### src/mm_defines.svh
// address map and RAM size for the memory subsystem
// RAM window, status/exit registers, timer and software interrupt registers
// magic values written by a test program to report pass or fail

`ifndef MM_DEFINES_SVH
`define MM_DEFINES_SVH

// byte address width of the RAM window that starts at address zero
`define MM_RAM_ADDR_WIDTH 16

// exit/status pseudo peripheral
`define MM_TEST_STATUS_ADDR 32'h2000_0000
`define MM_EXIT_ADDR        32'h2000_0004

// timer and software interrupt source
`define MM_TIMER_CNT_ADDR   32'h1500_0000
`define MM_SW_IRQ_ADDR      32'h1500_0008

// values accepted by the status register
`define MM_PASS_MAGIC       32'd123456789
`define MM_FAIL_MAGIC       32'd1

`endif

### src/mem_bus_pkg.sv
// bus types of the core side memory ports
// word, byte address and byte enable vectors
// request and response structs of the instruction and data ports

package mem_bus_pkg;

    typedef logic [31:0] word_t;
    typedef logic [31:0] addr_t;
    typedef logic [3:0]  be_t;

    // instruction fetch request from the core
    typedef struct packed {
        logic  req;
        addr_t addr;
    } instr_req_t;

    typedef struct packed {
        logic  gnt;
        logic  rvalid;
        word_t rdata;
    } instr_rsp_t;

    // load/store request, be selects the bytes written
    typedef struct packed {
        logic  req;
        addr_t addr;
        logic  we;
        be_t   be;
        word_t wdata;
    } data_req_t;

    typedef struct packed {
        logic  gnt;
        logic  rvalid;
        word_t rdata;
    } data_rsp_t;

endpackage

### src/exit_ctrl.sv
// exit/status pseudo peripheral
// sticky passed and failed flags set by magic status writes
// exit value register with a sticky valid flag

`include "mm_defines.svh"

module exit_ctrl
    import mem_bus_pkg::*;
(
    input  logic  clk_i,
    input  logic  arst_n_i,

    input  logic  we_i,
    input  addr_t addr_i,
    input  word_t wdata_i,

    output logic  tests_passed_o,
    output logic  tests_failed_o,
    output logic  exit_valid_o,
    output word_t exit_value_o
);

    always_ff @(posedge clk_i or negedge arst_n_i) begin
        if (!arst_n_i) begin
            tests_passed_o <= 1'b0;
            tests_failed_o <= 1'b0;
            exit_valid_o   <= 1'b0;
            exit_value_o   <= '0;
        end else if (we_i) begin
            // a status value other than the two magics leaves the flags alone
            if (addr_i == `MM_TEST_STATUS_ADDR) begin
                if (wdata_i == `MM_PASS_MAGIC) begin
                    tests_passed_o <= 1'b1;
                end else if (wdata_i == `MM_FAIL_MAGIC) begin
                    tests_failed_o <= 1'b1;
                end
            end
            if (addr_i == `MM_EXIT_ADDR) begin
                exit_value_o <= wdata_i;
                exit_valid_o <= 1'b1;
            end
        end
    end

endmodule

### config.mk
export PLATFORM = sky130hd
export DESIGN_NAME = exit_ctrl
export DESIGN_NICKNAME = d
export VERILOG_FILES = /design/src/mem_bus_pkg.sv /design/src/exit_ctrl.sv
export VERILOG_INCLUDE_DIRS = /design/src /design/src/src
export SDC_FILE = /design/constraint.sdc
export NUM_CORES = 1
export LEC_CHECK = 0
export CAP_MARGIN = 25
export CELL_PAD_IN_SITES_DETAIL_PLACEMENT = 0
export CELL_PAD_IN_SITES_GLOBAL_PLACEMENT = 1
export CORE_UTILIZATION = 45
export DETAILED_ROUTE_END_ITERATION = 10
export DONT_BUFFER_PORTS = 1
export GPL_ROUTABILITY_DRIVEN = 0
export GPL_TIMING_DRIVEN = 0
export PLACE_DENSITY = 0.81
export SLEW_MARGIN = 40
export SYNTH_ARGS = -nofsm -noshare
export SYNTH_HDL_FRONTEND = slang
export SYNTH_SLANG_ARGS = --single-unit
### constraint.sdc
create_clock -name clk_i -period 1.2 [get_ports clk_i]
set_clock_uncertainty 0.2 [all_clocks]
set_input_delay 0.12 -clock clk_i [delete_from_list [all_inputs] [get_ports clk_i]]
set_output_delay 0.12 -clock clk_i [all_outputs]
set_load 0.02 [all_outputs]
==> results_tabular.tex <==
\begin{tabular}{lr}
\hline
Metric & Value \\
\hline
\multicolumn{2}{l}{\textbf{Status}} \\
\quad Result of the run & finished, violations left \\
\quad Violated checks & negative hold slack, negative setup slack \\
\multicolumn{2}{l}{\textbf{STA}} \\
\quad Unrepaired setup endpoints after global routing & true \\
\quad Final critical-path required period & 1.45 ns \\
\quad Final hold viol count & 18 \\
\quad Setup-failing EPs final & 33 \\
\quad Final slew viol count & 0 \\
\quad Worst-case headroom to the max-slew limit & 76.8\% \\
\quad Maximum achievable frequency & 690 MHz \\
\quad Hold slack & -0.280 ns \\
\quad Least setup slack across all paths after layout & -0.250 ns \\
\quad Part of the cycle the worst path needs & 121\% \\
\quad Measured slew at the worst slew-check pin & 0.344 ns \\
\multicolumn{2}{l}{\textbf{Final layout}} \\
\quad Final Instance Area & 2240 um2 \\
\quad Filler cells & 204 \\
\quad Final cell count without fillers & 186 \\
\quad Share of post-route cells with drive strength above 1 & 45.8\% \\
\quad Ant. Diodes & 0 \\
\quad Layout overhead on the synthesized area & 51.2\% \\
\quad Final nets & 208 \\
\multicolumn{2}{l}{\textbf{Run}} \\
\quad Max-capacitance violation count & 0 \\
\multicolumn{2}{l}{\textbf{Floorplan}} \\
\quad Number of primary I/O pins & 102 \\
\quad Chip height & 59.4 um \\
\quad Die W & 59.4 um \\
\quad Core footprint & 3080 um2 \\
\quad Initial Util & 48.1\% \\
\quad Area of the die & 3520 um2 \\
\quad Standard-cell rows & 20 \\
\multicolumn{2}{l}{\textbf{Logic synthesis}} \\
\quad Mapped Cells & 101 \\
\quad Prevailing post-synth register cell & dfrtp\_1 \\
\quad Library cell with the highest instance count after synthesis & dfrtp\_1 \\
\quad Sequential element share of the synthesized area & 59.2\% \\
\quad Syn. warnings & 0 \\
\quad Post-synthesis async set-or-reset flop share & 100\% \\
\quad Area share of the leading cell type in the synthesized netlist & 59.2\% \\
\quad Number of synthesized flops with an enable pin & 0 \\
\quad Post-synth design cell area & 1480 um2 \\
\quad Leading post-synthesis cells by cell area & dfrtp\_1 (59\%), mux2\_2 (23\%), nor4\_1 (6.8\%) \\
\quad Register bit count reported by yosys & 35 \\
\quad Library cells used by synthesis & 15 \\
\quad Syn\_area\_per\_cell & 14.7 um2 \\
\quad Syn\_nets & 168 \\
\quad Most frequent cells after synthesis & dfrtp\_1 (35), mux2\_2 (30), nor4\_1 (16) \\
\quad Biggest area consumer among synthesized cells & dfrtp\_1 \\
\multicolumn{2}{l}{\textbf{Route}} \\
\quad Number of remaining DRC errors & 0 \\
\quad Routed wirelength normalized by instance count & 22.0 um \\
\quad Wire length after detailed routing & 4090 um \\
\quad DR vias & 1094 \\
\quad Number of DRC markers after the initial detailed-route iteration & 14 \\
\quad Via density per instance & 5.88 \\
\quad Remaining antenna violation count after routing & 0 \\
\quad Detailed-routing iteration count for the pre-antenna-repair pass & 4 \\
\multicolumn{2}{l}{\textbf{Critical path}} \\
\quad Worst setup EP type & flip-flop \\
\quad WP data required & 1.22 ns \\
\quad CP Max Fanout & 8 \\
\quad Arrival time of data at the critical path endpoint & 1.47 ns \\
\quad Startpoint type of the worst setup path & input pin \\
\quad Worst Setup Path Type & in2reg \\
\multicolumn{2}{l}{\textbf{Global routing}} \\
\quad Number of global-route vias before repair & 1167 \\
\quad Aggregate global routing overflow & 0 \\
\quad Global-route wire length before repair & 5370 um \\
\quad All-Layer GR Usage & 22.3\% \\
\quad Antenna violations before repair & 0 \\
\quad Largest net degree at the start of global routing & 36 \\
\multicolumn{2}{l}{\textbf{Place}} \\
\quad Placed inst area & 1540 um2 \\
\quad Half-perimeter wire length after detailed placement & 2530 um \\
\quad Number of placed instances, taps included & 145 \\
\quad IO buf count & 0 \\
\multicolumn{2}{l}{\textbf{Pwr}} \\
\quad Peak supply drop & 0.840 mV \\
\quad Static leakage & 1.08 nW \\
\quad Pwr per Cell Area & 915 nW/um2 \\
\multicolumn{2}{l}{\textbf{CTS}} \\
\quad Clock Sinks & 35 \\
\quad Insertion delay to the later sink of the worst-skew pair & 0.34 ns \\
\quad Clk Tree Root Cell & clkbuf\_4 \\
\quad TritonCTS clock tree & built \\
\quad Number of levels in the clock H-tree & 2 \\
\quad Maximum number of buffers from clock root to sink & 2 \\
\quad Cts bufs inserted & 5 \\
\quad Clock transition at the register clock pins on the worst setup and hold paths after CTS & 0.11 ns \\
\multicolumn{2}{l}{\textbf{Min path}} \\
\quad Worst Hold Class & in2reg \\
\hline
\end{tabular}
repair_timing:
item                       in CTS  in global routing
buffers inserted                5                  1
resized for setup              21                 37
hold endpoints to repair       69                 22
pin swaps                       7                  9
cloned                          1                  2
setup endpoints to repair      35                 35
hold buffers                   19                  6
worst max-delay path, stage by stage:
cell	delay, ns
nor4_4	0.26
nand4_1	0.22
nor3_4	0.25
buf_12	0.17
clkbuf_16	0.16
mux2_4	0.30
where the power goes:
part / switching, mW / internal [mW] / leakage (nW)
clock network: 0.380 / 0.345 / 0.0386
registers: 0.0000000218 / 1.18 / 0.489
logic: 0.0586 / 0.0859 / 0.554
flip-flops by register name (all words and copies together), names as in the netlist:
register	flops
exit_valid_o	1
exit_value_o	32
tests_failed_o	1
tests_passed_o	1
final cells by class:
class	instances	area, um2	share of cell area (%)
flip-flops and latches	35	876	39.1
multi-input cells	62	786	35.1
repair buffers	33	394	17.6
clock buffers	8	68.8	3.07
plain buffers	3	55.1	2.46
well taps	44	55.1	2.46
inverters	1	3.75	0.168
per-layer routing:
layer  part of all wire, %  GRT usage (%)
met1                    35           21.7
met2                    55           42.4
met3                   7.7           7.21
met4                   2.0           9.18
met5                     0              0
per-stage QoR:
step	util, %	power [mW]	hold WS [ns]	setup slack [ns]	TNS (ns)
after global routing	72.7	2.13	-0.303	-0.324	-9.91
after CTS	64.1	2.03	-0.282	-0.236	-7.30
after global placement	49.9	1.22	-0.375	-0.698	-22.74
after floorplan	-	1.22	-0.376	-0.516	-16.55
after detailed placement	49.9	1.22	-0.375	-0.750	-24.30
final	72.7	2.05	-0.280	-0.250	-7.32
final timing paths:
kind | startpoint | to | slack [ns] | depth (start not counted)
max | addr_i[1] | exit_value_o[31]$_DFFE_PN0P_ | -0.25 | 6
max in group asynchronous | arst_n_i | exit_value_o[28]$_DFFE_PN0P_ | 0.60 | 2
min in group asynchronous | arst_n_i | exit_value_o[20]$_DFFE_PN0P_ | 0.02 | 2
min | wdata_i[17] | exit_value_o[17]$_DFFE_PN0P_ | -0.28 | 1
min reg2reg | tests_passed_o$_DFFE_PN0P_ | tests_passed_o$_DFFE_PN0P_ | 0.42 | 1
max reg2reg | exit_value_o[23]$_DFFE_PN0P_ | exit_value_o[23]$_DFFE_PN0P_ | 0.10 | 1
cells by family (layout without fill, tap and decap cells):
group,count (synthesis),after routing,share of synthesized area [%]
buf+inv,4,45,2.54
simple gates,28,28,12.8
mux,32,32,24.3
compound gates,2,2,1.18
flops,35,35,59.2
cells in the final DEF (no fill, tap or decap), drive strengths merged, types with 2 or more instances in the layout:
cell type     synthesis  layout
buf                   3      10
mux2                 32      32
dfrtp                35      35
nand4                 5       5
dlygate4sd3           0      15
nand3                 2       2
clkbuf                0      10
dlymetal6s4s          0       9
nor4                 16      16
No activity file was read; power rests on OpenSTA's default activity.
