**src/mm_defines.svh**
```systemverilog
// address map and RAM size for the memory subsystem
// RAM window, status/exit registers, timer and software interrupt registers
// magic values written by a test program to report pass or fail

`ifndef MM_DEFINES_SVH
`define MM_DEFINES_SVH

// byte address width of the RAM window that starts at address zero
`define MM_RAM_ADDR_WIDTH 16

// exit/status pseudo peripheral
`define MM_TEST_STATUS_ADDR 32'h2000_0000
`define MM_EXIT_ADDR        32'h2000_0004

// timer and software interrupt source
`define MM_TIMER_CNT_ADDR   32'h1500_0000
`define MM_SW_IRQ_ADDR      32'h1500_0008

// values accepted by the status register
`define MM_PASS_MAGIC       32'd123456789
`define MM_FAIL_MAGIC       32'd1

`endif

```
**src/mem_bus_pkg.sv**
```systemverilog
// bus types of the core side memory ports
// word, byte address and byte enable vectors
// request and response structs of the instruction and data ports

package mem_bus_pkg;

    typedef logic [31:0] word_t;
    typedef logic [31:0] addr_t;
    typedef logic [3:0]  be_t;

    // instruction fetch request from the core
    typedef struct packed {
        logic  req;
        addr_t addr;
    } instr_req_t;

    typedef struct packed {
        logic  gnt;
        logic  rvalid;
        word_t rdata;
    } instr_rsp_t;

    // load/store request, be selects the bytes written
    typedef struct packed {
        logic  req;
        addr_t addr;
        logic  we;
        be_t   be;
        word_t wdata;
    } data_req_t;

    typedef struct packed {
        logic  gnt;
        logic  rvalid;
        word_t rdata;
    } data_rsp_t;

endpackage

```
**src/data_decoder.sv**
```systemverilog
// data port address decoder
// steers requests to the RAM or to the memory mapped peripherals
// generates grant and response valid and selects the read data source

`include "mm_defines.svh"

module data_decoder
    import mem_bus_pkg::*;
(
    input  logic      clk_i,
    input  logic      arst_n_i,

    input  data_req_t data_req_i,
    output data_rsp_t data_rsp_o,

    input  word_t     ram_rdata_i,
    input  word_t     timer_rdata_i,

    output logic      ram_en_o,
    output logic      ram_we_o,
    output logic      periph_we_o
);

    logic  ram_hit;
    logic  timer_hit;
    logic  periph_hit;

    logic  rvalid_q;
    logic  sel_ram_q;
    logic  sel_timer_q;
    word_t rdata;

    // the RAM occupies the bottom of the address space
    assign ram_hit   = (data_req_i.addr[31:`MM_RAM_ADDR_WIDTH] == '0);
    assign timer_hit = (data_req_i.addr == `MM_TIMER_CNT_ADDR);

    assign periph_hit = timer_hit
                     || (data_req_i.addr == `MM_SW_IRQ_ADDR)
                     || (data_req_i.addr == `MM_TEST_STATUS_ADDR)
                     || (data_req_i.addr == `MM_EXIT_ADDR);

    assign ram_en_o    = data_req_i.req && ram_hit;
    assign ram_we_o    = data_req_i.req && ram_hit && data_req_i.we;
    // writes to unmapped addresses go nowhere
    assign periph_we_o = data_req_i.req && periph_hit && data_req_i.we;

    // remember where the read data of this request will come from
    always_ff @(posedge clk_i or negedge arst_n_i) begin
        if (!arst_n_i) begin
            rvalid_q    <= 1'b0;
            sel_ram_q   <= 1'b0;
            sel_timer_q <= 1'b0;
        end else begin
            rvalid_q    <= data_req_i.req;
            sel_ram_q   <= data_req_i.req && ram_hit && !data_req_i.we;
            sel_timer_q <= data_req_i.req && timer_hit && !data_req_i.we;
        end
    end

    // writes and unmapped reads answer with zero
    always_comb begin
        if (sel_ram_q) begin
            rdata = ram_rdata_i;
        end else if (sel_timer_q) begin
            rdata = timer_rdata_i;
        end else begin
            rdata = '0;
        end
    end

    // no back-pressure, every request is granted at once
    assign data_rsp_o.gnt    = data_req_i.req;
    assign data_rsp_o.rvalid = rvalid_q;
    assign data_rsp_o.rdata  = rdata;

endmodule

```
**config.mk**
```make
export PLATFORM = sky130hd
export DESIGN_NAME = data_decoder
export DESIGN_NICKNAME = d
export VERILOG_FILES = /design/src/mem_bus_pkg.sv /design/src/data_decoder.sv
export VERILOG_INCLUDE_DIRS = /design/src /design/src/src
export SDC_FILE = /design/constraint.sdc
export NUM_CORES = 1
export LEC_CHECK = 0
export ABC_AREA = 1
export BUFFER_PORTS_ARGS = -buffer_cell sky130_fd_sc_hd__buf_2
export CAP_MARGIN = 40
export CORE_AREA = 2 2 67 69
export DETAILED_ROUTE_END_ITERATION = 6
export DIE_AREA = 0 0 69 71
export PLACE_DENSITY = 0.68
export SLEW_MARGIN = 20
export SYNTH_ARGS = -nofsm -noshare
export SYNTH_HDL_FRONTEND = slang
export SYNTH_SLANG_ARGS = --single-unit
```
**constraint.sdc**
```tcl
create_clock -name clk_i -period 1.2 [get_ports clk_i]
set_input_delay 0.12 -clock clk_i [delete_from_list [all_inputs] [get_ports clk_i]]
set_output_delay 0.12 -clock clk_i [all_outputs]
set_load 0.01 [all_outputs]
```
==> results of run 1 <==
-- sequential cells by signal (all words and copies together) (netlist names) --
signal,count
sel_timer_q,1
rvalid_q,1
sel_ram_q,1
-- logic make-up (layout without fill, tap and decap cells) --
| family | count (synthesis) | in the layout |
|---|---|---|
| simple gates | 149 | 149 |
| buf+inv | 20 | 154 |
| flops | 3 | 3 |
| compound gates | 1 | 1 |
-- cells in the final DEF (no fill, tap or decap), drive strengths merged, types with 3 or more instances in the layout --
master    n
clkbuf    4
inv       8
nand3    34
buf     141
dfrtp     3
nand2    81
nor2     31
-- per-layer routing --
layer  up-vias  share of wire, %  routed length [um]  track usage (%)
li1        805                 -                   -                -
met1       626                38                1220             12.5
met2        88                50                1610             26.1
met3         2                12                 392             4.27
met4         0              0.43                  14             4.14
met5         -                 0                   0                0
-- critical path, stage by stage, from the launching register on --
cell and delay (ps):
dfrtp_1 390, inv_2 100, buf_12 150, nand3_1 90, nand2_1 60, buf_2 120
-- synth_stat cells --
cell type | count | share of area (%)
nand2_1 | 79 | 36
buf_2 | 6 | 3.7
a21oi_1 | 1 | 0.61
nor2_1 | 22 | 10
buf_4 | 2 | 1.8
nand4_1 | 1 | 0.77
buf_1 | 2 | 0.92
nor2_4 | 1 | 1.4
nor2_2 | 8 | 6.1
and3_1 | 1 | 0.77
nand2_2 | 2 | 1.5
nand3_1 | 34 | 21
dfrtp_1 | 3 | 9.2
inv_1 | 8 | 3.7
nor3b_2 | 1 | 1.5
clkbuf_1 | 2 | 0.92
-- power breakdown --
group,internal (mW),total [mW],switching [mW]
Clock,0.227,0.294,0.0674
Combinational,0.130,0.206,0.0754
Sequential,0.104,0.104,0.000272
-- final timing paths --
| path | slack [ps] | start | end |
|---|---|---|---|
| setup / recovery | -50 | sel_ram_q$_DFF_PN0_ | data_rsp_o[22] |
| hold / removal | 80 | data_req_i[69] | rvalid_q$_DFF_PN0_ |
| max in group asynchronous | 860 | arst_n_i | sel_ram_q$_DFF_PN0_ |
| min in group asynchronous | 230 | arst_n_i | rvalid_q$_DFF_PN0_ |
-- final cells by class --
class	instances	area, um2
fillers	470	2560
repair buffers	142	771
multi-input cells	150	656
flip-flops and latches	3	75.1
well taps	52	65.1
clock buffers	4	45.0
inverters	8	30.0
-- repair_timing --
| action | in CTS | in global routing |
|---|---|---|
| endpoints found under the setup margin | 32 | 34 |
| hold buffers | 1 | 0 |
| pin swaps | 0 | 1 |
| endpoints found under the hold margin | 3 | 0 |
| resized for setup | 3 | 3 |
==> key figures, run 1 <==
Run status
  – Status: complete, but fails checks
  – Failing checks: setup timing

Critical path
  – CP max FO: 21
  – Crit Path Category: flop to primary output
  – WP data arrival: 1130 ps
  – Worst path required time: 1080 ps
  – Crit path launch type: flop
  – Worst setup EP type: primary output

Yosys
  – Compound-Gate Fraction of Synth Area: 0.612%
  – Syn_area_per_cell: 4.73 um2
  – Unique masters post-synth: 16
  – Syn nets: 309
  – Yosys Warn Count: 0
  – Post-Synthesis Cell Area: 818 um2
  – Synth Area in Adders: 0%
  – Post-Synth Simple-Gate Area: 79.2%
  – Xor and xnor area share after synthesis: 0%
  – Post-synthesis mux area share: 0%
  – Yosys reg bits: 3
  – Largest family of logic cells by synthesized area: simple AND/OR/NAND/NOR gates
  – Sequential-to-total area share from yosys stat: 9.17%
  – Syn Inst Count: 173

Finish
  – Ant diodes: 0
  – Final instance area: 0.00164 mm2
  – Fraction of layout cells with a size suffix above 1: 51.5%
  – Area delta synth->final: 101%
  – Non-Filler Instances: 359
  – Util after Layout: 39.0%
  – Final #Nets: 444

Timing
  – RSZ-0062 raised after global routing: yes
  – Max Slew Vio Count: 0
  – Slew HR: 88.1%
  – Final TNS setup: -685 ps
  – Final worst path period need: 1250 ps
  – Final setup fails: 32
  – Worst Tran Pin Value: 178 ps
  – Final Worst Setup Slack: -49.5 ps
  – Final worst path period share: 104%
  – Fmax: 800 MHz
  – Final-report hold violation count: 0
  – Final Hold Slack: 80.1 ps

Floorplanning
  – Core ar.: 0.00420 mm2
  – Die Wd: 69 um
  – IO Pins: 173
  – Std-Cell Rows: 24
  – Die area: 0.00490 mm2
  – Die H: 71 um
  – Initial Utilization: 19.5%

Clocking
  – Clock Pin Slew Worst Setup and Hold Paths: 30 ps
  – CTS tree: built
  – H-tree Lvls: 1
  – CTS buffer count: 3
  – Setup bufs post-CTS: 0
  – CTS root buf: clkbuf_8
  – Clock Tree Buf Depth: 2
  – TritonCTS Sinks: 3

GRT
  – GR Util All Layers: 13.0%
  – First-pass GRT wire length: 5.51 mm
  – Pin count of the biggest net entering global routing: 33
  – Vias in the first global route: 1,405
  – Antenna violations before repair: 0
  – GRT overflow: 0

Routing
  – TritonRoute pass-1 iters: 4
  – DR vias/cell: 4.24
  – WL/cell: 9.01 um
  – Vias: 1,521
  – DR iter-0 viols: 28
  – Drt total wl: 3.24 mm
  – Drc violations: 0
  – Antenna viol nets, final: 0

Place
  – PortBufs: 136
  – Dpl cells: 354
  – Pre-CTS setup slack: 30.9 ps
  – RD Place Congestion: 0.751
  – Hpwl dp: 2.74 mm
  – Placement Cell Area: 0.00157 mm2

Hold path
  – Worst Hold Class: input pin to flop
  – Min-Delay Path Depth: 1

Power
  – Max rail drop VDD: 0.159 mV
  – Total power: 0.603 mW
  – PD cells: 368 mW/mm2
  – Leakage: 1.07 nW

Flow run
  – Max-Cap Viols: 0
No activity file was read; power rests on OpenSTA's default activity.
==> run 2: changes to the inputs <==
- MAX_ROUTING_LAYER: unset -> met4
==> key figures, run 2 (same netlist as run 1, synthesis figures left out) <==
Run status
  – Status: complete, but fails checks
  – Failing checks: setup timing

Finish
  – Filler cells: 470 (unchanged)
  – Area delta synth->final: 101% (unchanged)
  – Ant diodes: 0 (unchanged)
  – Commonest non-fill, non-tap cell in the layout: buf_2
  – Final #Nets: 444 (unchanged)
  – Util after Layout: 39.0% (unchanged)
  – Top flop regs: rvalid_q x1, sel_ram_q x1, sel_timer_q x1
  – Fraction of layout cells with a size suffix above 1: 51.5% (unchanged)
  – Final instance area: 0.00164 mm2 (unchanged)
  – Non-Filler Instances: 359 (unchanged)
  – Most frequent cells in the layout: 135 x buf_2, 79 x nand2_1, 34 x nand3_1

Clocking
  – CTS buffer count: 3 (unchanged)
  – Clock Tree Buf Depth: 2 (unchanged)
  – CTS root buf: clkbuf_8
  – Clock Pin Slew Worst Setup and Hold Paths: 30 ps (about the same)
  – CTS tree: built
  – Setup bufs post-CTS: 0 (unchanged)
  – H-tree Lvls: 1 (unchanged)
  – TritonCTS Sinks: 3 (unchanged)

Timing
  – Final worst path period share: 104% (unchanged)
  – Slew HR: 88.1% (unchanged)
  – Final-report hold violation count: 0 (unchanged)
  – Fmax: 800 MHz (unchanged)
  – Final worst path period need: 1250 ps (unchanged)
  – Final Worst Setup Slack: -49.5 ps (unchanged)
  – Final Hold Slack: 80.1 ps (unchanged)
  – Final TNS setup: -685 ps (unchanged)
  – RSZ-0062 raised after global routing: yes
  – Max Slew Vio Count: 0 (unchanged)
  – Final setup fails: 32 (unchanged)
  – Worst Tran Pin Value: 178 ps (unchanged)

Routing
  – DR vias/cell: 4.24 (about the same)
  – WL/cell: 9.02 um (about the same)
  – DR iter-0 viols: 27 (-3.6%)
  – Drc violations: 0 (unchanged)
  – TritonRoute pass-1 iters: 4 (unchanged)
  – Antenna viol nets, final: 0 (unchanged)
  – Vias: 1,522 (+0.066%)
  – Drt total wl: 3.24 mm (about the same)

Critical path
  – CP max-delay cell: dfrtp_1
  – Crit path launch type: flop
  – Crit path largest cell delay: 390 ps (about the same)
  – Crit path buffers/inverters: 3 (unchanged)
  – WP data arrival: 1130 ps (about the same)
  – Crit Path Category: flop to primary output
  – Cell family with most CP delay: flip-flops
  – Worst path required time: 1080 ps (about the same)
  – Worst setup EP type: primary output
  – CP max FO: 21 (unchanged)
  – Cell Chain, Critical Path: inv_2 > buf_12 > nand3_1 > nand2_1 > buf_2

Place
  – Hpwl dp: 2.74 mm (unchanged)
  – Placement Cell Area: 0.00157 mm2 (unchanged)
  – Dpl cells: 354 (unchanged)
  – Pre-CTS setup slack: 30.9 ps (unchanged)
  – PortBufs: 136 (unchanged)
  – RD Place Congestion: 0.761 (+1.3%)

Floorplanning
  – Std-Cell Rows: 24 (unchanged)
  – Initial Utilization: 19.5% (unchanged)
  – Die area: 0.00490 mm2 (unchanged)
  – Die Wd: 69 um (unchanged)
  – IO Pins: 173 (unchanged)
  – Die H: 71 um (unchanged)
  – Core ar.: 0.00420 mm2 (unchanged)

GRT
  – GRT overflow: 0 (unchanged)
  – First-pass GRT wire length: 5.51 mm (unchanged)
  – GR Util All Layers: 13.4% (+0.40 points)
  – Pin count of the biggest net entering global routing: 33 (unchanged)
  – Vias in the first global route: 1,405 (unchanged)
  – Antenna violations before repair: 0 (unchanged)

Power
  – Total power: 0.603 mW (about the same)
  – Clk pwr share: 48.7% (about the same)
  – Int Power: 0.460 mW (unchanged)
  – Max rail drop VDD: 0.158 mV (-0.15%)
  – PD cells: 368 mW/mm2 (about the same)
  – Comb power frac: 34.1% (about the same)
  – Seq pwr share: 17.2% (about the same)
  – Leakage: 1.07 nW (unchanged)
  – Sw Ratio: 23.7% (about the same)
  – Switching power: 0.143 mW (about the same)

Hold path
  – Worst Hold Class: input pin to flop

Flow run
  – Max-Cap Viols: 0 (unchanged)
==> run 2: cell type report <==
cell class / count / area, um2 / share of cell area (%)
Clock buffer: 4 / 45.0 / 2.74
Tap cell: 52 / 65.1 / 3.96
Timing Repair Buffer: 142 / 771 / 47.0
Multi-Input combinational cell: 150 / 656 / 39.9
Sequential cell: 3 / 75.1 / 4.57
Inverter: 8 / 30.0 / 1.83
==> run 2: power by group through the flow <==
stage / clock (mW) / sequential (mW) / combinational (mW)
floorplan: 0 / 0.105 / 0.0379
global placement: 0 / 0.105 / 0.201
detailed placement: 0 / 0.105 / 0.204
CTS: 0.303 / 0.104 / 0.208
global route: 0.303 / 0.104 / 0.231
finish: 0.294 / 0.104 / 0.206
==> run 2: path summary, 6_finish.rpt <==
check	depth (start not counted)	from	end	slack, ps
worst max-delay path	5	sel_ram_q$_DFF_PN0_	data_rsp_o[22]	-50
worst min-delay path	1	data_req_i[69]	rvalid_q$_DFF_PN0_	80
max in group asynchronous	2	arst_n_i	sel_ram_q$_DFF_PN0_	860
min in group asynchronous	2	arst_n_i	rvalid_q$_DFF_PN0_	230
==> run 2: what timing repair did <==
action / in CTS / in global routing
gates resized for setup: 3 / 3
hold buffers: 1 / 0
setup endpoints to repair: 32 / 34
pin swaps: 0 / 1
cloned: 0 / 0
hold endpoints to repair: 3 / 0
==> run 2: per-layer routing <==
layer  wire (um)  up-vias  GRT usage [%]
li1            -      805              -
met1        1240      627           12.7
met2        1610       88           26.1
met3         374        2           3.85
met4          14        0           4.14
met5           0        -              -
==> run 3: changes to the inputs <==
- CORE_AREA: 2 2 67 69 -> 2 2 66 68
- CTS_BUF_LIST: unset -> sky130_fd_sc_hd__clkbuf_2
- DIE_AREA: 0 0 69 71 -> 0 0 68 70
- PLACE_DENSITY: 0.68 -> 0.7
==> key figures, run 3 (same netlist as run 1, synthesis figures left out) <==
Critical path
  – CP max-delay cell: dfrtp_1
  – Worst setup EP type: primary output
  – Crit path largest cell delay: 420 ps (+30 ps)
  – Crit path launch type: flop
  – Crit Path Category: flop to primary output
  – Worst path required time: 1080 ps (about the same)
  – CP max FO: 16 (-24%)
  – Cell Chain, Critical Path: inv_4 > clkbuf_16 > nand3_1 > nand2_1 > buf_2
  – WP data arrival: 1160 ps (+30 ps)

Run status
  – Status: complete, but fails checks
  – Failing checks: setup timing

Place
  – Hpwl dp: 2.53 mm (-7.7%)
  – Pre-CTS setup slack: 30.6 ps (-0.364 ps)
  – RD Place Congestion: 0.722 (-5.1%)
  – PortBufs: 136 (unchanged)
  – Dpl cells: 352 (-0.56%)

Routing
  – DR iter-0 viols: 81 (+200%)
  – TritonRoute pass-1 iters: 4 (unchanged)
  – WL/cell: 9.33 um (+3.5%)
  – Drc violations: 0 (unchanged)
  – Antenna viol nets, final: 0 (unchanged)
  – Drt total wl: 3.35 mm (+3.5%)
  – Vias: 1,557 (+2.3%)
  – DR vias/cell: 4.34 (+2.3%)

Hold path
  – HP Start: data_req_i[69]
  – Worst Hold Class: input pin to flop
  – Worst Hold End: rvalid_q$_DFF_PN0_
  – Min-Delay Path Depth: 1 (unchanged)

Timing
  – Final worst path period need: 1280 ps (+33.6 ps)
  – Final-report hold violation count: 0 (unchanged)
  – Final Worst Setup Slack: -83.1 ps (-33.6 ps)
  – Worst Tran Pin Value: 184 ps (+5.58 ps)
  – Final Hold Slack: 95.5 ps (+15.4 ps)
  – Final worst path period share: 107% (+2.8 points)
  – Fmax: 779 MHz (-2.6%)
  – RSZ-0062 raised after global routing: yes
  – Slew HR: 87.8% (-0.37 points)
  – Max Slew Vio Count: 0 (unchanged)
  – Final TNS setup: -1920 ps (-1240 ps)
  – Final setup fails: 32 (unchanged)

Finish
  – Final #Nets: 444 (unchanged)
  – Ant diodes: 0 (unchanged)
  – Commonest non-fill, non-tap cell in the layout: buf_2
  – Most frequent cells in the layout: 130 x buf_2, 74 x nand2_1, 34 x nand3_1
  – Top flop regs: rvalid_q x1, sel_ram_q x1, sel_timer_q x1
  – Area delta synth->final: 112%
  – Non-Filler Instances: 359 (unchanged)
  – Fraction of layout cells with a size suffix above 1: 56.0% (+4.6 points)

Clocking
  – CTS tree: built
  – CTS root buf: clkbuf_2
  – CTS buffer count: 3 (unchanged)
  – TritonCTS Sinks: 3 (unchanged)
  – Setup bufs post-CTS: 0 (unchanged)
  – Clock Pin Slew Worst Setup and Hold Paths: 40 ps (about the same)
  – H-tree Lvls: 1 (unchanged)
  – Clock Tree Buf Depth: 2 (unchanged)

Floorplanning
  – Die H: 70 um (-1.4%)
  – Std-Cell Rows: 24 (unchanged)
  – Die Wd: 68 um (-1.4%)
  – IO Pins: 173 (unchanged)
  – Core ar.: 0.00414 mm2 (-1.4%)
  – Die area: 0.00476 mm2 (-2.8%)
  – Initial Utilization: 19.7% (+0.28 points)

GRT
  – Antenna violations before repair: 0 (unchanged)
  – First-pass GRT wire length: 4.50 mm (-18%)
  – GRT overflow: 0 (unchanged)
  – GR Util All Layers: 11.7% (-1.7 points)
  – Vias in the first global route: 1,211 (-14%)
  – Pin count of the biggest net entering global routing: 33 (unchanged)

Power
  – Leakage: 1.09 nW (+2.3%)
  – Total power: 0.475 mW (-21%)
  – PD cells: 274 mW/mm2 (-25%)
  – Max rail drop VDD: 0.194 mV (+22%)

Flow run
  – Max-Cap Viols: 0 (unchanged)
-- run 3: critical path, delay by kind of cell, from the launching register on --
| family | cells | cell delay [ps] |
|---|---|---|
| buffers and inverters | 3 | 410 |
| flip-flops | 1 | 420 |
| AND/OR/NAND/NOR | 2 | 130 |
-- run 3: power by group --
group	switching, mW	internal, mW
logic	0.0876	0.141
registers	0.000269	0.103
clock network	0.0543	0.0879
total	0.142	0.333
-- run 3: layout make-up --
cell class	instances	area, um2
fill	447	2410
inverter	8	32.5
multi-input combinational	150	707
tap	52	65.1
clock buffer	4	20.0
sequential	3	75.1
timing repair buffer	142	833
-- run 3: worst max-delay path by stage --
stage | start | endpoint | slack, ps | cells past startpoint
floorplan | sel_ram_q$_DFF_PN0_ | data_rsp_o[0] | 150 | 5
global route | sel_ram_q$_DFF_PN0_ | data_rsp_o[19] | -170 | 5
global placement | data_req_i[60] | periph_we_o | 50 | 9
CTS | sel_ram_q$_DFF_PN0_ | data_rsp_o[14] | -90 | 4
detailed placement | data_req_i[60] | periph_we_o | 30 | 9
finish | sel_ram_q$_DFF_PN0_ | data_rsp_o[6] | -80 | 5
-- run 3: stage by stage --
step | cell area [um2] | util [%]
after detailed placement | 1550 | 37.4
final | 1730 | 41.8
after CTS | 1580 | 38.2
after global routing | 1730 | 41.8
after floorplan | 818 | -
after global placement | 1550 | 37.4
-- run 3: timing repair --
item / CTS / global route
resized for setup: 0 / 28
hold buffers: 1 / 0
gates cloned: 0 / 2
hold endpoints to repair: 3 / 0
setup endpoints to repair: 32 / 34
pin swaps: 0 / 19
-- run 3: layer usage --
metal	vias up	global-route usage (%)	share of wire (%)
met3	0	2.09	12
met1	655	12.1	39
li1	806	-	-
met2	96	22.2	49
met4	0	2.67	0
met5	-	-	0
