===== src/mm_defines.svh =====
// address map and RAM size for the memory subsystem
// RAM window, status/exit registers, timer and software interrupt registers
// magic values written by a test program to report pass or fail

`ifndef MM_DEFINES_SVH
`define MM_DEFINES_SVH

// byte address width of the RAM window that starts at address zero
`define MM_RAM_ADDR_WIDTH 16

// exit/status pseudo peripheral
`define MM_TEST_STATUS_ADDR 32'h2000_0000
`define MM_EXIT_ADDR        32'h2000_0004

// timer and software interrupt source
`define MM_TIMER_CNT_ADDR   32'h1500_0000
`define MM_SW_IRQ_ADDR      32'h1500_0008

// values accepted by the status register
`define MM_PASS_MAGIC       32'd123456789
`define MM_FAIL_MAGIC       32'd1

`endif


===== src/irq_pkg.sv =====
// interrupt types shared by the timer block and the core side
// interrupt id vector, interrupt line struct and timer FSM states
// ids of the software and timer interrupts

package irq_pkg;

    typedef logic [4:0] irq_id_t;

    typedef struct packed {
        logic software;
        logic timer;
    } irq_lines_t;

    typedef enum logic [1:0] {
        TMR_IDLE,
        TMR_COUNT,
        TMR_FIRED
    } timer_state_t;

    // ids follow the machine interrupt numbering of the core
    localparam irq_id_t IRQ_ID_SOFTWARE = 5'd3;
    localparam irq_id_t IRQ_ID_TIMER    = 5'd7;

endpackage


===== src/mem_bus_pkg.sv =====
// bus types of the core side memory ports
// word, byte address and byte enable vectors
// request and response structs of the instruction and data ports

package mem_bus_pkg;

    typedef logic [31:0] word_t;
    typedef logic [31:0] addr_t;
    typedef logic [3:0]  be_t;

    // instruction fetch request from the core
    typedef struct packed {
        logic  req;
        addr_t addr;
    } instr_req_t;

    typedef struct packed {
        logic  gnt;
        logic  rvalid;
        word_t rdata;
    } instr_rsp_t;

    // load/store request, be selects the bytes written
    typedef struct packed {
        logic  req;
        addr_t addr;
        logic  we;
        be_t   be;
        word_t wdata;
    } data_req_t;

    typedef struct packed {
        logic  gnt;
        logic  rvalid;
        word_t rdata;
    } data_rsp_t;

endpackage


===== src/timer_irq.sv =====
// timer and software interrupt source
// countdown timer FSM that raises the timer line when the count runs out
// software interrupt register, both lines cleared by the core acknowledge

`include "mm_defines.svh"

module timer_irq
    import mem_bus_pkg::*;
    import irq_pkg::*;
(
    input  logic       clk_i,
    input  logic       arst_n_i,

    input  logic       we_i,
    input  addr_t      addr_i,
    input  word_t      wdata_i,

    input  irq_id_t    irq_id_i,
    input  logic       irq_ack_i,

    output word_t      cnt_o,
    output irq_lines_t irq_o
);

    timer_state_t state_q;
    timer_state_t state_d;
    word_t        cnt_q;
    word_t        cnt_d;
    logic         load;
    logic         timer_ack;
    logic         sw_ack;
    logic         sw_irq_q;

    assign load      = we_i && (addr_i == `MM_TIMER_CNT_ADDR);
    assign timer_ack = irq_ack_i && (irq_id_i == IRQ_ID_TIMER);
    assign sw_ack    = irq_ack_i && (irq_id_i == IRQ_ID_SOFTWARE);

    always_comb begin
        state_d = state_q;
        cnt_d   = cnt_q;
        case (state_q)
            TMR_IDLE, TMR_COUNT: begin
                if (load) begin
                    // loading zero leaves the timer disarmed
                    cnt_d   = wdata_i;
                    state_d = (wdata_i == '0) ? TMR_IDLE : TMR_COUNT;
                end else if (state_q == TMR_COUNT) begin
                    cnt_d = cnt_q - 32'd1;
                    if (cnt_q == 32'd1) begin
                        state_d = TMR_FIRED;
                    end
                end
            end
            TMR_FIRED: begin
                // the line stays up until the core takes the interrupt
                if (timer_ack) begin
                    state_d = TMR_IDLE;
                end
            end
            default: begin
                state_d = TMR_IDLE;
                cnt_d   = '0;
            end
        endcase
    end

    always_ff @(posedge clk_i or negedge arst_n_i) begin
        if (!arst_n_i) begin
            state_q  <= TMR_IDLE;
            cnt_q    <= '0;
            sw_irq_q <= 1'b0;
        end else begin
            state_q <= state_d;
            cnt_q   <= cnt_d;
            // a new software request wins over an acknowledge in the same cycle
            if (we_i && (addr_i == `MM_SW_IRQ_ADDR) && wdata_i[0]) begin
                sw_irq_q <= 1'b1;
            end else if (sw_ack) begin
                sw_irq_q <= 1'b0;
            end
        end
    end

    assign cnt_o          = cnt_q;
    assign irq_o.timer    = (state_q == TMR_FIRED);
    assign irq_o.software = sw_irq_q;

endmodule

===== config.mk =====
export PLATFORM = sky130hd
export DESIGN_NAME = timer_irq
export DESIGN_NICKNAME = d
export VERILOG_FILES = /design/src/irq_pkg.sv /design/src/mem_bus_pkg.sv /design/src/timer_irq.sv
export VERILOG_INCLUDE_DIRS = /design/src /design/src/src
export SDC_FILE = /design/constraint.sdc
export NUM_CORES = 1
export LEC_CHECK = 0
export BUFFER_PORTS_ARGS = -buffer_cell sky130_fd_sc_hd__buf_4
export CAP_MARGIN = 20
export CELL_PAD_IN_SITES_DETAIL_PLACEMENT = 0
export CELL_PAD_IN_SITES_GLOBAL_PLACEMENT = 1
export CORE_MARGIN = 2
export CORE_UTILIZATION = 37
export DETAILED_ROUTE_END_ITERATION = 8
export PLACE_DENSITY = 0.86
export SETUP_SLACK_MARGIN = 0.2
export SYNTH_ARGS = -nofsm -noshare
export SYNTH_HDL_FRONTEND = slang
export SYNTH_SLANG_ARGS = --single-unit

===== constraint.sdc =====
create_clock -name clk_i -period 6.95 [get_ports clk_i]
set_clock_uncertainty 0.1 [all_clocks]
set_input_delay 1.39 -clock clk_i [delete_from_list [all_inputs] [get_ports clk_i]]
set_output_delay 1.39 -clock clk_i [all_outputs]
set_load 0.01 [all_outputs]

==> results.yml, run 1 <==
run_status:
  status: "finished clean"
detailed_routing:
  drc_errors: 0
  ant_nets: 0
  avgViaCountPerCell: 6.27
  avgRoutedWirePerCell_um: 19.1
  finalWirelength_um: 9500
  drt_iter0_drc: 268
  drt_pass1_iterations: 5
  vias: 3116
grt:
  antenna_found_initial: 0
  globalRouteOverflowTotal: 0
  grt_max_degree: 46
  grt_pass1_wl_um: 14700
  grt_pass1_vias: 2901
  grt_usage_pct: 24.9
clocking:
  path_clk_slew_ns: 0.07
  worstSkewPairLatency_ns: 0.30
  hold_buffers: 0
  cts_num_sinks: 35
  htree_levels: 2
  cts_buffers: 5
  clk_path_buf_depth: 2
  cts_tree: "built"
  ctsResizeCount: 0
  postCtsSetupBuffers: 0
  cts-root-buf: "clkbuf_8"
setup_path:
  max_stage_delay_ns: 0.93
  r2r_start: "state_q[0]$_DFFE_PN0P_"
  reg2regPathDepth: 5
  required_ns: 6.98
  worstPathMaxFanout: 17
  cp.arrival_ns: 3.47
  path_cells: "buf_4 -> nor4b_1 -> nand4_1 -> or4_1 -> o22ai_1 -> a31oi_1"
  cp-end-kind: "register"
  ff2ff_setup_slack_ns: 3.53
  reg2reg_to: "cnt_o[29]$_DFFE_PN0P_"
  crit_path_start_kind: "input pin"
  slowest_stage: "or4_1"
  path_class: "input pin to register"
finish:
  nNetsFinal: 491
  most-common-layout-cells: "112 x buf_4, 35 x dfrtp_1, 27 x nor2_1"
  area.growth.synth_to_final_pct: 36.8
  layout_commonest_cell: "buf_4"
  drive_gt1_share_pct: 30.5
  n_antenna_cell: 0
  fin_area_um2: 3520
floorplan:
  start_util_pct: 38.1
  placementRows: 30
  core_region_area_um2: 6760
  ioPinCount: 107
  fp.dieH_um: 87.4
  die_w_um: 87.4
  die-area_um2: 7650
min_path:
  hp-class: "register to register"
  holdPathEnd: "sw_irq_q$_DFFE_PN0P_"
  hp-start: "sw_irq_q$_DFFE_PN0P_"
  holdPathStages: 2
synthesis:
  ys_ff_latch: 35
  syn_inst: 320
  synth_edf_count: 0
  synthArstFlopShare_pct: 100
  syn-cell-area_um2: 2580
  syn_avg_cell_area_um2: 8.05
  syn_nets: 395
  synth_cell_types: 54
  synthFlopType: "dfrtp_1"
  yosysSeqAreaShare_pct: 34.0
  yosys_warnings: 0
power:
  power_per_cell_area_nw_per_um2: 119
  p_leak_nw: 1.48
  ir_worst_vdd_mv: 0.0661
timing:
  tightest_slew_ns: 0.977
  hold_slack_ns: 0.432
  slew_headroom_pct: 34.3
  period_share_pct: 49.5
  max_freq_mhz: 291
  grt_setup_unrepaired: "no"
  report.final.slew_viol_count: 0
  final.min_clock_period_ns: 3.44
  hold_viol_final: 0
  setup_violations: 0
  tns_ns: 0
placed_design:
  placed_area_um2: 3420
  gp_congestion: 0.888
  dp_hpwl_um: 6680
  portBuffers: 106
job:
  maxCapViolations: 0
-- cell type report --
type	instances	area, um^2
clock buffers	8	100
fillers	672	3230
inverters	14	52.6
multi-input cells	247	1550
flip-flops and latches	35	876
well taps	80	100
repair buffers	113	848
-- critical path, delay by kind of cell --
kind | cells | cell delay (ns)
buffers and inverters | 1 | 0.11
and+or+nand+nor | 3 | 1.59
AOI/OAI and AO/OA | 2 | 0.38
-- per-stage QoR --
step | worst slack [ns] | utilization, % | std cells | power (mW)
2_1_floorplan | 3.73 | - | 320 | 0.211
3_3_place_gp | 3.26 | 50.6 | 488 | 0.250
4_1_cts | 3.48 | 52.1 | 496 | 0.418
6_report | 3.51 | 52.2 | 497 | 0.418
5_1_grt | 3.41 | 52.2 | 497 | 0.427
3_5_place_dp | 3.19 | 50.6 | 488 | 0.251
-- layer usage --
metal	vias to the layer above	GRT usage, %	wire [um]
met3	16	3.89	878
met5	-	0	0
met1	1472	33.7	4090
met4	0	5.87	128
li1	1459	-	-
met2	169	41.5	4410
-- worst max-delay path by stage --
stage / startpoint / endpoint / slack (ns) / cells past startpoint
global route: addr_i[29] / cnt_o[31]$_DFFE_PN0P_ / 3.41 / 6
CTS: addr_i[29] / cnt_o[26]$_DFFE_PN0P_ / 3.48 / 6
floorplan: addr_i[29] / cnt_o[16]$_DFFE_PN0P_ / 3.73 / 6
finish: addr_i[29] / cnt_o[31]$_DFFE_PN0P_ / 3.51 / 6
global placement: addr_i[29] / cnt_o[26]$_DFFE_PN0P_ / 3.26 / 6
detailed placement: addr_i[29] / cnt_o[26]$_DFFE_PN0P_ / 3.19 / 6
-- cell usage after synthesis (2+ instances only) --
master	n	area [um^2]
a31oi_1	6	37.5
buf_2	4	20.0
nor3_1	11	55.1
o21ai_0	24	120
dfrtp_1	35	876
nand2_1	13	48.8
a21oi_1	22	110
or3_1	8	50.1
ha_1	2	25.0
nor2b_1	3	18.8
nor4_1	26	163
nor2_1	27	101
clkbuf_1	16	60.1
a22oi_1	3	22.5
o2bb2ai_1	4	35.0
a21boi_0	3	22.5
or2_2	4	25.0
nand4_1	10	62.6
mux2i_1	7	70.1
a2bb2oi_1	2	17.5
o211ai_1	4	30.0
o22ai_1	10	62.6
buf_1	2	7.51
and4b_1	2	20.0
inv_1	14	52.6
o31ai_1	2	15.0
a21o_1	4	30.0
a32oi_1	6	52.6
o22a_1	3	26.3
o41a_1	2	22.5
or4_1	7	52.6
nor3b_1	2	15.0
and3_1	7	43.8
nand3_1	3	15.0
nor4b_1	2	17.5
and4_1	2	17.5
-- sequential cells by signal (all words and copies together), names as in the netlist --
name      flops
sw_irq_q      1
cnt_o        32
state_q       2
-- kinds of logic (layout without fill, tap and decap cells) --
kind of cell / after synthesis / after routing / synth area share, %
AND/OR/NAND/NOR: 131 / 131 / 28.8
AO/OA/AOI/OAI: 105 / 105 / 26.8
buffers and inverters: 38 / 135 / 5.93
flip-flops: 35 / 35 / 34.0
multiplexers: 8 / 8 / 3.16
adder cells (fa/ha/maj): 2 / 2 / 0.971
XOR/XNOR: 1 / 1 / 0.340
-- power by group --
group	leakage [nW]	total [mW]	internal, mW	switching, mW
Clock	0.0515	0.172	0.0906	0.0809
Combinational	1.04	0.0429	0.0273	0.0156
Sequential	0.395	0.203	0.203	0.00000183
(Power assumes the default switching activity.)
==> run 2, diff against run 1 <==
ABC_AREA = 1   (was default)
CORE_UTILIZATION = 34   (was 37)
PLACE_DENSITY = 0.81   (was 0.86)
clock period = 3.2 ns   (was 6.95 ns; I/O delays follow)
==> run 2 against run 1 <==
Net effect:
- critical path depth is 4 higher
- die area is 27% higher
- core utilization shrank 6.1 points
- highest routed layer unchanged
==> results.yml, run 2 <==
timing:
  setup_ws_ns: 1.10
  slew_headroom_pct: 54.0
  grt_setup_unrepaired: "no"
  max_freq_mhz: 476
  report.final.slew_viol_count: 0
  period_share_pct: 65.6
  final.min_clock_period_ns: 2.10
  setup_violations: 0
  hold_viol_final: 0
  tightest_slew_ns: 0.683
  tns_ns: 0
synthesis:
  yosysSeqAreaShare_pct: 28.8
  netlist.area_leader.share_pct: 28.8
  synth_top_area_cell: "dfrtp_1"
  synthArstFlopShare_pct: 100
  syn-cell-area_um2: 3040
  synth_edf_count: 0
  yosys_warnings: 0
  ys_ff_latch: 35
  synth_most_common_cell: "nand2_1"
  synthFlopType: "dfrtp_1"
  syn_avg_cell_area_um2: 6.06
  syn_nets: 577
  syn_inst: 502
  synthTopCellsByArea: "dfrtp_1 29%, nand2_1 19%, nand3_1 14%, nor2_1 10%, inv_1 7.0%"
  synth_cell_types: 31
  netlist_top_cells_count: "152 x nand2_1, 86 x nand3_1, 83 x nor2_1"
detailed_routing:
  vias: 3445
  ant_nets: 0
  avgViaCountPerCell: 4.83
  finalWirelength_um: 9610
  drc_errors: 0
  avgRoutedWirePerCell_um: 13.5
  drt_pass1_iterations: 4
  drt_iter0_drc: 157
floorplan:
  start_util_pct: 35.0
  core_region_area_um2: 8680
  die-area_um2: 9720
  placementRows: 34
  fp.dieH_um: 98.6
  die_w_um: 98.6
  ioPinCount: 107
clocking:
  path_clk_slew_ns: 0.08
  clk_path_buf_depth: 2
  cts-root-buf: "clkbuf_8"
  cts_buffers: 5
  ctsResizeCount: 0
  hold_buffers: 0
  htree_levels: 2
  worstSkewPairLatency_ns: 0.29
  cts_num_sinks: 35
  postCtsSetupBuffers: 0
  cts_tree: "built"
grt:
  grt_pass1_vias: 3364
  grt_usage_pct: 19.9
  globalRouteOverflowTotal: 0
  grt_pass1_wl_um: 15800
  grt_max_degree: 36
  antenna_found_initial: 0
finish:
  drive_gt1_share_pct: 21.7
  nFillCells: 952
  largest_register_ffs: 32
  area.growth.synth_to_final_pct: 31.4
  most-common-layout-cells: "152 x nand2_1, 108 x buf_4, 86 x nand3_1"
  layout_commonest_cell: "nand2_1"
  nNetsFinal: 679
  n_antenna_cell: 0
setup_path:
  cp_top_family: "simple AND/OR/NAND/NOR gates"
  crit_path_start_kind: "register"
  cp.arrival_ns: 2.23
  path_cells: "inv_1 -> ha_1 -> nand3_1 -> nor2_2 -> nand3_1 -> nand2_1 -> inv_1 -> nor2_1 -> nand3_1 -> nand2_1"
  slowest_stage: "dfrtp_1"
  max_stage_delay_ns: 0.44
  path_class: "register to register"
  required_ns: 3.33
  critPathBufInv: 2
  worstPathMaxFanout: 11
  cp-end-kind: "register"
  crit_top_cell: "nand3_1"
min_path:
  hp-class: "input pin to asynchronous set/reset pin"
power:
  power_per_cell_area_nw_per_um2: 243
  ir_worst_vdd_mv: 0.154
  p_leak_nw: 2.30
placed_design:
  portBuffers: 106
  dp_hpwl_um: 7660
  gp_congestion: 0.928
  place_ws_ns: 0.876
job:
  maxCapViolations: 0
run_status:
  status: "finished clean"
## run 2: metal layers
metal	global-route usage, %	vias up	wire [um]
li1	-	1810	-
met2	33.5	104	4530
met1	27.4	1524	4470
met4	3.48	0	72
met5	0	-	0
met3	3.12	7	532
## run 2: power breakdown
part / switching [mW] / total, mW / leakage, nW / internal (mW)
registers: 0.00213 / 0.447 / 0.489 / 0.445
logic: 0.0805 / 0.157 / 1.76 / 0.0764
clock network: 0.171 / 0.368 / 0.0515 / 0.197
## run 2: logic make-up after synthesis
family          count (synthesis)  share of synthesized area (%)
simple gates                  367                           53.8
buf+inv                        74                           10.6
flops                          35                           28.8
xor+xnor                       13                           3.74
compound gates                 11                           2.26
fa+ha+maj                       2                          0.823
## run 2: path summary, 6_finish.rpt
kind	to	depth (start not counted)	slack, ns	start
setup / recovery	cnt_o[20]$_DFFE_PN0P_	10	1.10	cnt_o[0]$_DFFE_PN0P_
min in group clk_i	sw_irq_q$_DFFE_PN0P_	2	0.42	sw_irq_q$_DFFE_PN0P_
max in group asynchronous	state_q[1]$_DFFE_PN0P_	1	2.47	arst_n_i
hold / removal	cnt_o[14]$_DFFE_PN0P_	1	0.20	arst_n_i
setup reg to reg	cnt_o[20]$_DFFE_PN0P_	10	1.10	cnt_o[0]$_DFFE_PN0P_
hold reg to reg	sw_irq_q$_DFFE_PN0P_	2	0.42	sw_irq_q$_DFFE_PN0P_
## run 2: stage by stage
stage | power (mW) | util [%] | std cells | instance area [um^2] | hold slack [ns]
global route | 1.01 | 46.0 | 713 | 4000 | 0.236
floorplan | 0.510 | - | 502 | 3040 | 0.244
detailed placement | 0.615 | 44.9 | 705 | 3890 | 0.401
finish | 0.972 | 46.0 | 713 | 4000 | 0.197
global placement | 0.612 | 44.9 | 705 | 3890 | 0.397
CTS | 0.987 | 46.0 | 713 | 4000 | 0.221
## run 2: area by class of cell
type | count | area (um^2) | share of cell area, %
clock buffer | 8 | 100 | 2.51
inverter | 61 | 230 | 5.76
multi-input combinational | 393 | 1840 | 46.1
sequential | 35 | 876 | 21.9
tap | 108 | 135 | 3.38
timing repair buffer | 108 | 811 | 20.3
==> run 3, diff against run 2 <==
ABC_AREA = 0   (was 1)
PLACE_DENSITY = 0.8   (was 0.81)
clock period = 2.1 ns   (was 3.2 ns; I/O delays follow)
==> run 3 against run 2 <==
Net effect:
- setup slack got worse by 1.5 ns
- clock power up 40%
- critical endpoint is now cnt_o[28]$_DFFE_PN0P_
- highest routed layer unchanged
- total power grew 40%
- the run now ends with setup timing left
==> results.yml, run 3 (synthesis results as in run 1) <==
timing:
  final.min_clock_period_ns: 2.51
  max_freq_mhz: 399
  grt_setup_unrepaired: "yes"
  hold_slack_ns: 0.275
  slew_headroom_pct: 67.4
  tightest_slew_ns: 0.489
  tns_ns: -4.55
  setup_violations: 25
  setup_ws_ns: -0.407
  report.final.slew_viol_count: 0
  hold_viol_final: 0
  period_share_pct: 119
grt:
  antenna_found_initial: 0
  grt_usage_pct: 28.1
  grt_max_degree: 36
  grt_pass1_wl_um: 18600
  globalRouteOverflowTotal: 0
  grt_pass1_vias: 3616
finish:
  fin_area_um2: 4960
  largest_register_ffs: 32
  layout.cells.non_filler: 617
  nFillCells: 603
  most-common-layout-cells: "173 x buf_4, 36 x buf_6, 35 x dfrtp_1"
  area.growth.synth_to_final_pct: 92.4
  post-route-util_pct: 68.0
  n_antenna_cell: 0
  nNetsFinal: 593
  drive_gt1_share_pct: 54.8
  layout_commonest_cell: "buf_4"
detailed_routing:
  drt_pass1_iterations: 5
  vias: 3756
  ant_nets: 0
  avgViaCountPerCell: 6.09
  finalWirelength_um: 12700
  drc_errors: 0
  avgRoutedWirePerCell_um: 20.6
  drt_iter0_drc: 295
power:
  p_sw_share_pct: 24.1
  power.internal_mw: 1.03
  power.total_mw: 1.36
  p_clk_share_pct: 38.0
  ir_worst_vdd_mv: 0.326
  p_comb_share_pct: 12.5
  power_per_cell_area_nw_per_um2: 274
  p_sw_uw: 327
  pwr-share-seq_pct: 49.5
  p_leak_nw: 2.21
clocking:
  cts_tree: "built"
  cts_buffers: 5
  path_clk_slew_ns: 0.07
  clk_path_buf_depth: 2
  worstSkewPairLatency_ns: 0.29
  cts-root-buf: "clkbuf_8"
  htree_levels: 2
  cts_num_sinks: 35
run_status:
  status: "finished, violations left"
  violations: "setup timing"
floorplan:
  core_region_area_um2: 7290
  placementRows: 31
  start_util_pct: 35.3
  die-area_um2: 8290
  ioPinCount: 107
  die_w_um: 91.0
  fp.dieH_um: 91.0
placed_design:
  gp_congestion: 0.945
  place_ws_ns: -0.357
  portBuffers: 106
  placed_area_um2: 4140
  dp_hpwl_um: 8090
  post-place-cells: 575
setup_path:
  max_stage_delay_ns: 0.55
  worstPathMaxFanout: 2
  path_cells: "or4_4 -> or4_4 -> or4_4 -> a311oi_2 -> o21ai_1"
  cp-end-kind: "register"
  required_ns: 2.17
  crit_path_start_kind: "register"
  cp.arrival_ns: 2.58
  path_class: "register to register"
  crit_top_cell: "or4_4"
  slowest_stage: "or4_4"
job:
  maxCapViolations: 0
min_path:
  hp-class: "input pin to register"
## run 3: changes by cell type in the layout (fill, tap and decap cells not counted), sizes merged, moves of 10 or more
cell   before  now
o21ai       6   25
o22ai       0   10
nand2     156   13
nor4        8   26
or3         0   10
nand3      88    3
inv        58   13
a21oi       1   22
nor2       90   27
buf       108  211
## run 3: layer usage
metal	global-route usage (%)	share of wire (%)	vias up
li1	-	-	1648
met1	37.2	39	1832
met2	47.3	48	230
met3	4.98	10	46
met4	7.70	3.1	0
met5	0	0	-
## run 3: timing repair
item | 4_1_cts | 5_1_grt
setup buffers | 18 | 11
cloned | 3 | 2
resized for setup | 67 | 44
pin swaps | 36 | 24
hold endpoints to repair | 10 | 0
setup endpoints to repair | 28 | 35
hold buffers | 1 | 0
## run 3: worst max-delay path: cells and delay by family, from the launching register on
kind               cells  cell delay, ns
and+or+nand+nor        3            1.58
DFF                    1            0.39
AOI/OAI and AO/OA      2            0.33
## run 3: area by class of cell
type	instances	area, um^2	area share (%)
Clock buffer	6	82.6	1.67
Clock inverter	1	5.00	0.101
Multi-Input combinational cell	249	2030	40.9
Inverter	14	56.3	1.14
Tap cell	99	124	2.50
Timing Repair Buffer	213	1790	36.1
Sequential cell	35	876	17.7
## run 3: path summary, 6_finish.rpt
check | startpoint | end | slack (ns) | cells past startpoint
worst min register to register | sw_irq_q$_DFFE_PN0P_ | sw_irq_q$_DFFE_PN0P_ | 0.41 | 2
worst max register to register | cnt_o[9]$_DFFE_PN0P_ | cnt_o[28]$_DFFE_PN0P_ | -0.41 | 5
worst min-delay path | irq_id_i[2] | sw_irq_q$_DFFE_PN0P_ | 0.27 | 3
min in group asynchronous | arst_n_i | cnt_o[22]$_DFFE_PN0P_ | 0.53 | 2
max in group asynchronous | arst_n_i | cnt_o[16]$_DFFE_PN0P_ | 1.02 | 2
worst max-delay path | cnt_o[9]$_DFFE_PN0P_ | cnt_o[28]$_DFFE_PN0P_ | -0.41 | 5
## run 3: power by group through the flow
stage	Combinational [mW]	Sequential, mW	Clock [mW]
final	0.170	0.674	0.516
after global routing	0.181	0.673	0.546
after detailed placement	0.161	0.687	0
after global placement	0.159	0.687	0
after CTS	0.165	0.674	0.513
after floorplan	0.0171	0.687	0
